### config.mk
export PLATFORM = sky130hd
export DESIGN_NAME = calculator_top
export DESIGN_NICKNAME = d
export VERILOG_FILES = /design/src/source/calc_pkg.sv /design/src/source/calculator_top.sv /design/src/source/calc_controller.sv /design/src/source/seq_multiplier.sv /design/src/source/add_sub_unit.sv
export SDC_FILE = /design/constraint.sdc
export NUM_CORES = 1
export LEC_CHECK = 0
export BUFFER_PORTS_ARGS = -buffer_cell sky130_fd_sc_hd__buf_4
export CORE_MARGIN = 1.5
export CORE_UTILIZATION = 40
export CTS_CLUSTER_DIAMETER = 200
export DETAILED_ROUTE_END_ITERATION = 10
export HOLD_SLACK_MARGIN = 0.02
export PLACE_DENSITY_LB_ADDON = 0.12
export REMOVE_ABC_BUFFERS = 1
export SYNTH_ARGS = -nofsm -noshare
export SYNTH_HDL_FRONTEND = slang
export SYNTH_SLANG_ARGS = --single-unit
export TNS_END_PERCENT = 50
### constraint.sdc
create_clock -name clk -period 3.2 [get_ports clk]
set_input_delay 0.32 -clock clk [delete_from_list [all_inputs] [get_ports clk]]
set_output_delay 0.32 -clock clk [all_outputs]
set_load 0.05 [all_outputs]
### src/source/calc_pkg.sv
// Shared widths, value types, operator codes, unit request struct and controller states

package calc_pkg;

    localparam int unsigned WORD_W  = 16;
    localparam int unsigned DIGIT_W = 4;
    localparam int unsigned OP_W    = 3;

    typedef logic [WORD_W-1:0]  word_t;
    typedef logic [DIGIT_W-1:0] digit_t;
    typedef logic [OP_W-1:0]    op_code_t;

    // One-hot operator codes, anything else is ignored
    localparam op_code_t OP_ADD = 3'b001;
    localparam op_code_t OP_SUB = 3'b010;
    localparam op_code_t OP_MUL = 3'b100;

    // Start-to-finish latency of the shift-and-add multiplier
    localparam int unsigned MULT_CYCLES = 17;

    // Multiplier operand for shifting in one decimal digit
    localparam word_t DECIMAL_BASE = 16'd10;

    typedef struct packed {
        word_t a;
        word_t b;
        logic  sub;
    } unit_req_t;

    typedef enum logic [3:0] {
        ENTRY_A,
        SHIFT_A,
        ADD_DIGIT_A,
        ENTRY_B,
        SHIFT_B,
        ADD_DIGIT_B,
        DISPATCH,
        WAIT_UNIT,
        SHOW
    } ctrl_state_t;

endpackage
### src/source/calculator_top.sv
// Calculator top level with controller, adder/subtractor and multiplier

`timescale 1ns/1ps

module calculator_top (
    input  logic               clk,
    input  logic               nRST,
    input  calc_pkg::digit_t   keypad_input,
    input  logic               read_input,
    input  calc_pkg::op_code_t operator_input,
    input  logic               equal_input,
    output logic               complete,
    output calc_pkg::word_t    display_output,
    output logic               busy
);

    import calc_pkg::*;

    unit_req_t alu_req;
    unit_req_t mult_req;
    word_t     alu_result;
    word_t     mult_result;
    logic      alu_start;
    logic      alu_finish;
    logic      mult_start;
    logic      mult_finish;

    calc_controller i_controller (
        .clk            (clk),
        .nRST           (nRST),
        .keypad_input   (keypad_input),
        .read_input     (read_input),
        .operator_input (operator_input),
        .equal_input    (equal_input),
        .alu_req        (alu_req),
        .alu_start      (alu_start),
        .alu_result     (alu_result),
        .alu_finish     (alu_finish),
        .mult_req       (mult_req),
        .mult_start     (mult_start),
        .mult_result    (mult_result),
        .mult_finish    (mult_finish),
        .complete       (complete),
        .display_output (display_output),
        .busy           (busy)
    );

    add_sub_unit i_add_sub (
        .clk    (clk),
        .nRST   (nRST),
        .req    (alu_req),
        .start  (alu_start),
        .result (alu_result),
        .finish (alu_finish)
    );

    seq_multiplier i_mult (
        .clk    (clk),
        .nRST   (nRST),
        .req    (mult_req),
        .start  (mult_start),
        .result (mult_result),
        .finish (mult_finish)
    );

endmodule

### src/source/calc_controller.sv
// Keypad entry and operation FSM that builds operands and dispatches to the two units

`timescale 1ns/1ps

module calc_controller (
    input  logic                clk,
    input  logic                nRST,
    input  calc_pkg::digit_t    keypad_input,
    input  logic                read_input,
    input  calc_pkg::op_code_t  operator_input,
    input  logic                equal_input,
    output calc_pkg::unit_req_t alu_req,
    output logic                alu_start,
    input  calc_pkg::word_t     alu_result,
    input  logic                alu_finish,
    output calc_pkg::unit_req_t mult_req,
    output logic                mult_start,
    input  calc_pkg::word_t     mult_result,
    input  logic                mult_finish,
    output logic                complete,
    output calc_pkg::word_t     display_output,
    output logic                busy
);

    import calc_pkg::*;

    ctrl_state_t state;
    ctrl_state_t next_state;

    word_t    operand_a;
    word_t    operand_b;
    word_t    shift_operand;
    word_t    unit_result;
    digit_t   digit_lat;
    op_code_t op_reg;

    logic digit_seen;
    logic entry_state;
    logic operand_b_phase;
    logic run_phase;
    logic op_valid;
    logic digit_take;
    logic op_take;
    logic equal_take;
    logic use_mult;
    logic unit_finish;

    assign entry_state     = (state == ENTRY_A) || (state == ENTRY_B);
    assign operand_b_phase = state inside {ENTRY_B, SHIFT_B, ADD_DIGIT_B};
    assign run_phase       = state inside {DISPATCH, WAIT_UNIT};
    assign op_valid        = operator_input inside {OP_ADD, OP_SUB, OP_MUL};

    // Digit strobe wins over operator or equal in the same cycle
    assign digit_take = entry_state && read_input;
    assign op_take    = (state == ENTRY_A) && !read_input && digit_seen && op_valid;
    assign equal_take = (state == ENTRY_B) && !read_input && digit_seen && equal_input;

    assign busy     = !entry_state;
    assign complete = (state == SHOW);

    assign use_mult      = (op_reg == OP_MUL);
    assign shift_operand = operand_b_phase ? operand_b : operand_a;

    // Digit shift starts in the strobe cycle so entry returns after MULT_CYCLES + 2
    assign mult_start = digit_take || ((state == DISPATCH) && use_mult);
    assign alu_start  = (state == DISPATCH) && !use_mult;

    assign mult_req.a   = run_phase ? operand_a : shift_operand;
    assign mult_req.b   = run_phase ? operand_b : DECIMAL_BASE;
    assign mult_req.sub = 1'b0;

    assign alu_req.a   = operand_a;
    assign alu_req.b   = operand_b;
    assign alu_req.sub = (op_reg == OP_SUB);

    assign unit_finish = use_mult ? mult_finish : alu_finish;
    assign unit_result = use_mult ? mult_result : alu_result;

    always_comb begin
        next_state = state;
        case (state)
            ENTRY_A: begin
                if (digit_take) begin
                    next_state = SHIFT_A;
                end else if (op_take) begin
                    next_state = ENTRY_B;
                end
            end
            SHIFT_A: begin
                if (mult_finish) begin
                    next_state = ADD_DIGIT_A;
                end
            end
            ADD_DIGIT_A: next_state = ENTRY_A;
            ENTRY_B: begin
                if (digit_take) begin
                    next_state = SHIFT_B;
                end else if (equal_take) begin
                    next_state = DISPATCH;
                end
            end
            SHIFT_B: begin
                if (mult_finish) begin
                    next_state = ADD_DIGIT_B;
                end
            end
            ADD_DIGIT_B: next_state = ENTRY_B;
            DISPATCH:    next_state = WAIT_UNIT;
            WAIT_UNIT: begin
                if (unit_finish) begin
                    next_state = SHOW;
                end
            end
            SHOW:    next_state = ENTRY_A;
            default: next_state = ENTRY_A;
        endcase
    end

    always_ff @(posedge clk or negedge nRST) begin
        if (!nRST) begin
            state          <= ENTRY_A;
            operand_a      <= '0;
            operand_b      <= '0;
            op_reg         <= '0;
            digit_seen     <= 1'b0;
            display_output <= '0;
        end else begin
            state <= next_state;
            if (digit_take) begin
                digit_seen <= 1'b1;
            end
            // Second operand needs its own digit
            if (op_take) begin
                op_reg     <= operator_input;
                digit_seen <= 1'b0;
            end
            case (state)
                SHIFT_A: begin
                    if (mult_finish) begin
                        operand_a <= mult_result;
                    end
                end
                ADD_DIGIT_A: operand_a <= operand_a + word_t'(digit_lat);
                SHIFT_B: begin
                    if (mult_finish) begin
                        operand_b <= mult_result;
                    end
                end
                ADD_DIGIT_B: operand_b <= operand_b + word_t'(digit_lat);
                WAIT_UNIT: begin
                    if (unit_finish) begin
                        display_output <= unit_result;
                    end
                end
                SHOW: begin
                    operand_a  <= '0;
                    operand_b  <= '0;
                    digit_seen <= 1'b0;
                end
                default: ;
            endcase
        end
    end

    // Digit held until the shifted operand is ready
    always_ff @(posedge clk) begin
        if (digit_take) begin
            digit_lat <= keypad_input;
        end
    end

endmodule

### src/source/seq_multiplier.sv
// Shift-and-add 16-bit multiplier, one multiplier bit per cycle, fixed latency

`timescale 1ns/1ps

module seq_multiplier (
    input  logic                clk,
    input  logic                nRST,
    input  calc_pkg::unit_req_t req,
    input  logic                start,
    output calc_pkg::word_t     result,
    output logic                finish
);

    import calc_pkg::*;

    // One load cycle plus sixteen iterations, finish in the cycle after the last
    localparam int unsigned ITER_LAST = MULT_CYCLES - 2;
    localparam int unsigned CNT_W     = $clog2(ITER_LAST + 1);

    logic             active;
    logic [CNT_W-1:0] iter;
    logic             load;
    logic             last_iter;
    word_t            mcand;
    word_t            mplier;
    word_t            acc;

    // Start while an operation runs is dropped
    assign load      = start && !active;
    assign last_iter = active && (iter == CNT_W'(ITER_LAST));

    always_ff @(posedge clk or negedge nRST) begin
        if (!nRST) begin
            active <= 1'b0;
            iter   <= '0;
            finish <= 1'b0;
        end else begin
            finish <= last_iter;
            if (load) begin
                active <= 1'b1;
                iter   <= '0;
            end else if (active) begin
                iter <= iter + 1'b1;
                if (last_iter) begin
                    active <= 1'b0;
                end
            end
        end
    end

    // Only the low 16 bits of each partial product are kept
    always_ff @(posedge clk) begin
        if (load) begin
            mcand  <= req.a;
            mplier <= req.b;
            acc    <= '0;
        end else if (active) begin
            if (mplier[0]) begin
                acc <= acc + mcand;
            end
            mcand  <= mcand << 1;
            mplier <= mplier >> 1;
        end
    end

    // Holds the last product until the next load
    assign result = acc;

endmodule

### src/source/add_sub_unit.sv
// Registered 16-bit adder/subtractor with one-cycle start-to-finish latency

`timescale 1ns/1ps

module add_sub_unit (
    input  logic                clk,
    input  logic                nRST,
    input  calc_pkg::unit_req_t req,
    input  logic                start,
    output calc_pkg::word_t     result,
    output logic                finish
);

    // Finish strobe trails start by exactly one cycle
    always_ff @(posedge clk or negedge nRST) begin
        if (!nRST) begin
            finish <= 1'b0;
        end else begin
            finish <= start;
        end
    end

    // Wraps modulo 2^16 in both modes
    always_ff @(posedge clk) begin
        if (start) begin
            if (req.sub) begin
                result <= req.a - req.b;
            end else begin
                result <= req.a + req.b;
            end
        end
    end

endmodule

==> results of run 1 <==
[worst paths after layout]
path                       slack [ns]  cells after the start                               to
hold / removal                 0.0008                      1  i_controller.display_output[15]
hold reg to reg                  0.50                      1                   i_mult.iter[3]
setup / recovery                 0.20                      9             i_add_sub.result[15]
min in group clk                 0.06                      1        i_controller.digit_lat[1]
max in group asynchronous        2.62                      1            i_controller.state[2]
setup reg to reg                 0.20                      9             i_add_sub.result[15]
[routing by layer]
layer | vias to the layer above | share of wire, %
met3 | 20 | 3.0
met2 | 111 | 45
met4 | 0 | 1.3
met5 | - | 0
met1 | 3278 | 50
li1 | 3387 | -
[through the flow]
step	TNS, ns	area [µm²]
after CTS	0	9480
final	0	9500
after detailed placement	0	8870
after global routing	0	9500
after floorplan	-66.29	8030
after global placement	0	8870
[placed cells by master, fill, tap and decap left out, types with 6 or more instances in the layout]
master / n
a31oi_1: 14
mux2i_1: 37
nand2b_1: 10
and3_1: 11
edfxtp_1: 52
xnor2_1: 25
a21o_1: 18
inv_1: 22
nor2b_1: 11
a21oi_1: 83
nand4_1: 6
nand2_1: 92
dfxtp_1: 16
and2_1: 9
dfrtp_1: 63
o21ai_0: 58
nor3_1: 13
a31o_2: 6
xor2_1: 12
a211oi_1: 8
ha_1: 38
nor2_1: 79
o21ai_1: 6
clkbuf_16: 17
o31ai_1: 7
buf_4: 66
nand3_1: 38
[cell type report]
type | instances | area share, %
Clock buffer | 17 | 4.48
Clock inverter | 15 | 1.94
Inverter | 23 | 0.909
Multi-Input combinational cell | 695 | 47.5
Sequential cell | 131 | 36.4
Tap cell | 270 | 3.56
Timing Repair Buffer | 66 | 5.22
[critical path: stages, from the launching register on]
cell,delay [ns]
dfrtp_1,0.40
nor2_1,0.15
nand2_1,0.28
nand2_1,0.16
xor2_1,0.16
ha_1,0.31
a2111oi_1,0.55
a2111oi_1,0.18
or3_1,0.37
a32o_1,0.20
[cell families after synthesis]
family                   share of synthesized area (%)
AND/OR/NAND/NOR                                   17.7
AO/OA/AOI/OAI                                     20.7
flip-flops                                        41.8
buffers and inverters                             3.99
adder cells (fa/ha/maj)                           7.01
multiplexers                                      4.88
XOR/XNOR                                          3.92
==> run_results.csv, run 1 <==
group,metric,value,unit
die,core_area,20200,µm²
logic_synthesis,synth-seq-cells,131,
sta,max_freq,333,MHz
clock_tree,clk_transition_reported_paths,0.06,ns
final_layout,multi_input_area,4510,µm²
worst_setup_path,arrival,3.19,ns
final_layout,final_nets,989,
placed_design,dp_hpwl,16.6,mm
grt,grtUsageMet3,2.98,%
grt,overflow,0,
sta,setup_slack,0.200,ns
sta,worst_pin_slew,0.989,ns
clock_tree,clkLatencyLatePin,0.44,ns
clock_tree,htree_levels,4,
logic_synthesis,ys_seq_area_share,41.8,%
placed_design,io_buffer_count,28,
min_path,min_path_type,"in -> async",
worst_setup_path,end_kind,"flop",
status,outcome,"finished clean",
route,wl_per_cell,18.5,µm
placed_design,place_inst,1185,
sta,drv_slew,0,
logic_synthesis,synth_cell_types,80,
clock_tree,clock-sinks,131,
sta,period_share,93.7,%
sta,slew_headroom,34.0,%
logic_synthesis,synthTopCellsByCount,"nand2_1, a21oi_1, nor2_1, dfrtp_1, o21ai_0",
route,drt_pre_antenna_iters,5,
placed_design,place_ws,0.196,ns
logic_synthesis,syn_area_per_cell,9.15,µm²
sta,fin_crit,3.00,ns
logic_synthesis,syn_inst,905,
route,via_count,6796,
logic_synthesis,synth_area,8280,µm²
grt,grt_start_max_net_pins,64,
final_layout,finalNonFillerCells,1217,
grt,grt.met1_usage,31.2,%
placed_design,place_congestion,0.869,
clock_tree,cts_tree,"done",
grt,grt_pass1_wl,36.5,mm
final_layout,nFillCells,1960,
worst_setup_path,crit_start,"i_controller.op_reg[0]",
worst_setup_path,crit_type,"reg -> reg",
clock_tree,postCtsSetupBuffers,0,
final_layout,regArea,3460,µm²
grt,first_global_vias,6631,
job,maxCapViolations,0,
grt,globalRouteMet2Util,34.2,%
clock_tree,max-clock-path-buffers,2,
worst_setup_path,worst_ep_required_time,3.39,ns
worst_setup_path,critPathLaunchType,"flop",
clock_tree,hold_buffers,0,
final_layout,utilization,46.9,%
die,dieArea,21600,µm²
logic_synthesis,async_flop_share,48.1,%
logic_synthesis,synth_edf_count,52,
final_layout,syn_to_final_growth,14.8,%
logic_synthesis,synth_top_area_cell,"dfrtp_1",
logic_synthesis,synth_top_cell_area_share,19.0,%
logic_synthesis,synth.most_common_cell,"nand2_1",
grt,antenna_found_initial,0,
clock_tree,cts_buffers,17,
grt,grt_usage,21.8,%
grt,top_usage_layer,"met2",
route,ant_nets,0,
sta,clock_skew,0.00910,ns
die,initial_core_util,40.9,%
clock_tree,cts_root_buf,"clkbuf_16",
logic_synthesis,synth_ff_type,"dfrtp_1",
sta,finalSetupViolCount,0,
logic_synthesis,ys_warn_count,0,
die,ios,29,
worst_setup_path,r2r_start,"i_controller.op_reg[0]",
die,die_x,147,µm
route,vias_per_cell,5.58,
die,std_cell_rows,52,
clock_tree,cts-resized-gates,0,
sta,hold_ws,0.000794,ns
die,die_h,147,µm
final_layout,layout-drive-gt1-share,13.2,%
route,drt_iter0_drc,481,
final_layout,n_antenna_cell,0,
sta,hold_viol_final,0,
route,finalWirelength,22.6,mm
route,post-route-drc-count,0,
sta,rsz0062_at_grt,"no",
worst_setup_path,worstPathMaxFanout,12,
logic_synthesis,yosys-top-cells-area,"dfrtp_1, edfxtp_1, ha_1",
Power of run 1 is not shown: default switching activity piles up to over one toggle a cycle in this logic, so the estimate is an artifact.
==> run 2, diff against run 1 <==
Settings changed: CORE_UTILIZATION 40 to 60.
==> run_results.csv, run 2 (synthesis gave the netlist of run 1 again) <==
group,metric,value,unit
status,outcome,"finished with violations",
status,violations,"hold timing",
worst_setup_path,end_kind,"flop",
final_layout,multi_input_area,4530,µm²
die,dieArea,14500,µm²
route,post-route-drc-count,0,
worst_setup_path,path_cells,"nor3_2 > nand4b_1 > nor2_1 > nor2_1 > xnor2_1 > ha_1 > a21o_1 > a21o_1 > a21oi_2 > o21ai_1 > or3_1 > a32o_1",
die,core_area,13300,µm²
worst_setup_path,arrival,3.18,ns
die,die_h,120,µm
placed_design,place_area,8700,µm²
final_layout,regArea,3460,µm²
clock_tree,max-clock-path-buffers,2,
route,wl_per_cell,19.7,µm
sta,setup_slack,0.182,ns
grt,grt_start_max_net_pins,64,
sta,slew_headroom,38.1,%
final_layout,layout-drive-gt1-share,12.4,%
min_path,min_path_type,"in -> async",
final_layout,n_antenna_cell,0,
worst_setup_path,crit_type,"reg -> reg",
final_layout,nFillCells,1047,
route,via_count,7150,
sta,hold_viol_final,6,
worst_setup_path,critPathLaunchType,"flop",
grt,antenna_found_initial,0,
final_layout,final_nets,982,
final_layout,utilization,69.6,%
placed_design,dp_hpwl,15.8,mm
die,ios,29,
final_layout,layout_commonest_cell,"nand2_1",
placed_design,place_ws,0.0735,ns
clock_tree,cts_buffers,17,
worst_setup_path,worstPathMaxFanout,9,
clock_tree,cts_tree,"done",
clock_tree,cts_root_buf,"clkbuf_16",
sta,fin_crit,3.02,ns
final_layout,final_area,9290,µm²
route,ant_nets,0,
worst_setup_path,r2r_cells,12,
worst_setup_path,ff2ff_setup_slack,0.18,ns
clock_tree,clkLatencyLatePin,0.42,ns
sta,setup_tns,0,ns
worst_setup_path,cp_top_family,"simple AND/OR/NAND/NOR gates",
route,vias_per_cell,6.41,
clock_tree,hold_buffers,0,
sta,clock_skew,0.0136,ns
route,finalWirelength,21.9,mm
sta,drv_slew,0,
grt,overflow,0,
worst_setup_path,critical_path_buf_inv_count,0,
job,maxCapViolations,0,
placed_design,io_buffer_count,28,
die,initial_core_util,62.0,%
worst_setup_path,r2r-end,"i_add_sub.result[15]",
sta,finalSetupViolCount,0,
sta,max_freq,331,MHz
sta,hold_ws,-0.00713,ns
grt,grt_pass1_wl,35.7,mm
placed_design,place_congestion,0.967,
worst_setup_path,slowest_delay,0.49,ns
clock_tree,htree_levels,4,
die,std_cell_rows,42,
grt,grt_usage,31.6,%
sta,period_share,94.3,%
route,drt_iter0_drc,694,
grt,first_global_vias,6878,
worst_setup_path,worst_ep_required_time,3.37,ns
clock_tree,clock-sinks,131,
final_layout,final_cell_mix,"nand2_1, a21oi_1, nor2_1, dfrtp_1, buf_4",
worst_setup_path,crit_slowest_cell,"dfrtp_1",
clock_tree,clk_transition_reported_paths,0.06,ns
sta,worst_pin_slew,0.928,ns
route,drt_pre_antenna_iters,5,
worst_setup_path,r2r_start,"i_controller.operand_b[4]",
die,die_x,120,µm
final_layout,syn_to_final_growth,12.2,%
## run 2: cell types whose count changed in the layout (fill, tap and decap cells not counted), sizes merged
cell | before | now
inv | 25 | 23
clkbuf | 17 | 28
bufinv | 3 | 0
clkinv | 8 | 3
buf | 66 | 59
clkinvlp | 2 | 1
## run 2: worst max path at each step
stage / from / endpoint / slack [ns] / cells after the start
2_1_floorplan: i_controller.op_reg[1] / i_mult.result[14] / -0.89 / 7
3_3_place_gp: i_controller.op_reg[0] / i_add_sub.result[13] / 0.20 / 10
5_1_grt: i_controller.operand_b[4] / i_add_sub.result[15] / -0.02 / 12
4_1_cts: i_controller.operand_b[4] / i_add_sub.result[15] / 0.03 / 10
6_report: i_controller.operand_b[4] / i_add_sub.result[15] / 0.18 / 12
3_5_place_dp: i_controller.operand_b[4] / i_add_sub.result[15] / 0.07 / 10
## run 2: area by class of cell
cell class              instances  area share, %
inverters                      23          0.930
clock inverters                 4          0.243
flip-flops and latches        131           37.2
clock buffers                  28           5.67
repair buffers                 59           4.77
well taps                     176           2.37
multi-input cells             695           48.8
## run 2: worst register-to-register path: stages, from the launching register on
cell      delay (ns)
dfrtp_1         0.49
nor3_2          0.25
nand4b_1        0.21
nor2_1          0.18
nor2_1          0.08
xnor2_1         0.14
ha_1            0.30
a21o_1          0.17
a21o_1          0.19
a21oi_2         0.16
o21ai_1         0.09
or3_1           0.31
a32o_1          0.21
## run 2: repair_timing
action	in CTS	in global routing
setup endpoints to repair	0	3
buffers inserted	0	1
resized for setup	0	10
## run 2: per-layer routing
layer  vias up  GRT usage, %  wire (µm)
li1       3366             -          -
met1      3417          44.0       9710
met2       317          49.0      10000
met3        50          7.69       1720
met4         0          9.93        472
met5         -             0          0
## run 2: per-stage QoR
step | instances | hold WS (ns)
5_1_grt | 1116 | 0.0668
6_report | 1116 | -0.00713
3_5_place_dp | 1083 | 0.472
3_3_place_gp | 1083 | 0.460
2_1_floorplan | 849 | 0.0244
4_1_cts | 1115 | 0.0264
Power of run 2 is left out for the same reason.
==> run 3, diff against run 2 <==
Settings changed: ABC_AREA set to 1.
==> run_results.csv, run 3 <==
group,metric,value,unit
worst_setup_path,ff2ff_setup_slack,0.24,ns
clock_tree,clk_transition_reported_paths,0.06,ns
final_layout,final_cell_mix,"nand2_1, inv_1, nor2_1, nand3_1, a21oi_1",
sta,setup_slack,0.241,ns
logic_synthesis,syn_area_per_cell,7.19,µm²
sta,finalSetupViolCount,0,
die,core_area,14000,µm²
sta,period_share,92.5,%
sta,drv_slew,0,
logic_synthesis,syn_inst,1211,
sta,slew_headroom,39.9,%
worst_setup_path,arrival,3.14,ns
grt,globalRouteMet2Util,54.8,%
grt,grt_start_max_net_pins,64,
final_layout,n_antenna_cell,0,
final_layout,layout-drive-gt1-share,7.89,%
logic_synthesis,synth-seq-cells,131,
logic_synthesis,synth_ff_type,"dfrtp_1",
clock_tree,cts_tree,"done",
die,dieArea,15300,µm²
worst_setup_path,critPathLaunchType,"flop",
clock_tree,hold_buffers,0,
logic_synthesis,synth_top_cell_area_share,18.1,%
clock_tree,max-clock-path-buffers,2,
placed_design,io_buffer_count,28,
placed_design,place_congestion,1.04,
final_layout,final_area,9720,µm²
sta,hold_ws,0.0128,ns
worst_setup_path,worstPathMaxFanout,5,
die,ios,29,
grt,grtUsageMet3,6.83,%
worst_setup_path,crit_type,"reg -> reg",
logic_synthesis,synth_top_area_cell,"dfrtp_1",
die,die_x,124,µm
route,drt_iter0_drc,841,
route,via_count,8230,
logic_synthesis,synth_area,8710,µm²
logic_synthesis,synth_cell_types,46,
clock_tree,clkLatencyLatePin,0.42,ns
logic_synthesis,synth.most_common_cell,"nand2_1",
sta,hold_viol_final,0,
logic_synthesis,synthTopCellsByCount,"nand2_1, inv_1, nor2_1, nand3_1, a21oi_1",
die,die_h,124,µm
logic_synthesis,yosys-top-cells-area,"dfrtp_1, edfxtp_1, nand2_1",
final_layout,final_nets,1297,
grt,antenna_found_initial,0,
die,initial_core_util,62.0,%
logic_synthesis,ys_seq_area_share,39.7,%
route,ant_nets,0,
route,vias_per_cell,5.74,
min_path,min_path_type,"in -> async",
grt,top_usage_layer,"met2",
route,post-route-drc-count,0,
worst_setup_path,worst_ep_required_time,3.38,ns
grt,first_global_vias,7545,
final_layout,layout_commonest_cell,"nand2_1",
clock_tree,clock-sinks,131,
logic_synthesis,synth_edf_count,52,
clock_tree,cts_buffers,17,
logic_synthesis,async_flop_share,48.1,%
route,wl_per_cell,17.0,µm
placed_design,place_ws,0.196,ns
final_layout,syn_to_final_growth,11.6,%
logic_synthesis,ys_warn_count,0,
sta,clock_skew,0.00825,ns
placed_design,dp_hpwl,18.0,mm
route,finalWirelength,24.3,mm
clock_tree,cts_root_buf,"clkbuf_16",
placed_design,place_area,9130,µm²
status,outcome,"finished clean",
grt,overflow,0,
job,maxCapViolations,0,
grt,grt.met1_usage,45.9,%
grt,grt_pass1_wl,38.8,mm
clock_tree,htree_levels,4,
sta,max_freq,338,MHz
grt,grt_usage,33.9,%
sta,fin_crit,2.96,ns
route,drt_pre_antenna_iters,6,
sta,worst_pin_slew,0.902,ns
die,std_cell_rows,43,
worst_setup_path,end_kind,"flop",
[run 3: cell count changes in the layout (fill, tap and decap cells not counted), moves of 11 or more]
| cell | previous run | this run |
|---|---|---|
| nand2_1 | 91 | 355 |
| inv_1 | 22 | 142 |
| nand3_1 | 38 | 88 |
| nor2_1 | 78 | 121 |
| mux2i_1 | 37 | 2 |
| o21ai_0 | 57 | 80 |
| xnor2_1 | 25 | 7 |
| a21o_1 | 18 | 5 |
| buf_4 | 59 | 46 |
| nor2b_1 | 11 | 0 |
| xor2_1 | 12 | 23 |
[run 3: worst max-delay path, stage by stage (launching register included)]
cell and delay (ns):
dfrtp_1 0.45, inv_1 0.15, ha_1 0.17, nand3_1 0.13, o21ai_1 0.25, buf_4 0.17
xor2_1 0.18, inv_1 0.07, ha_1 0.35, a21oi_2 0.28, o21ai_0 0.16, nand2_1 0.08
and2_0 0.14, nand2_1 0.06, nand2_1 0.05, nand2_1 0.04
[run 3: per-stage QoR]
stage / util, % / std cells / TNS (ns)
floorplan: - / 1177 / 0
global placement: 65.0 / 1403 / 0
detailed placement: 65.0 / 1403 / 0
CTS: 69.2 / 1435 / 0
global route: 69.2 / 1435 / -0.000701
finish: 69.2 / 1435 / 0
[run 3: worst paths after layout]
path,startpoint,to,cells after the start
worst min register to register,i_controller.display_output[14],i_controller.display_output[14],2
min in group clk,keypad_input[0],i_controller.digit_lat[0],1
worst max-delay path,i_controller.operand_b[1],i_add_sub.result[15],15
worst min-delay path,nRST,i_controller.digit_seen,1
worst max register to register,i_controller.operand_b[1],i_add_sub.result[15],15
max in group asynchronous,nRST,i_mult.iter[0],1
[run 3: cell type report]
cell class | count | area (µm²)
inverter | 149 | 559
clock inverter | 14 | 164
tap | 180 | 225
timing repair buffer | 46 | 345
clock buffer | 18 | 429
fill | 1194 | 4320
sequential | 131 | 3460
multi-input combinational | 897 | 4540
[run 3: layer usage]
| layer | up-vias | routed length, µm |
|---|---|---|
| li1 | 4016 | - |
| met1 | 3785 | 10400 |
| met2 | 365 | 11000 |
| met3 | 64 | 2100 |
| met4 | 0 | 764 |
| met5 | - | 0 |
[run 3: repair_timing]
item / 4_1_cts / 5_1_grt
setup endpoints to repair: 0 / 2
gates resized for setup: 0 / 2
setup buffers: 0 / 0
[run 3: cells by family after synthesis]
kind of cell | Yosys count | share of synthesized area, %
and+or+nand+nor | 621 | 29.8
adders and majority gates | 44 | 6.66
buffers and inverters | 183 | 8.23
DFF | 131 | 39.7
muxes | 2 | 0.230
AOI/OAI and AO/OA | 200 | 12.4
xor gates and xnor gates | 30 | 3.02
Power of run 3 is left out for the same reason.
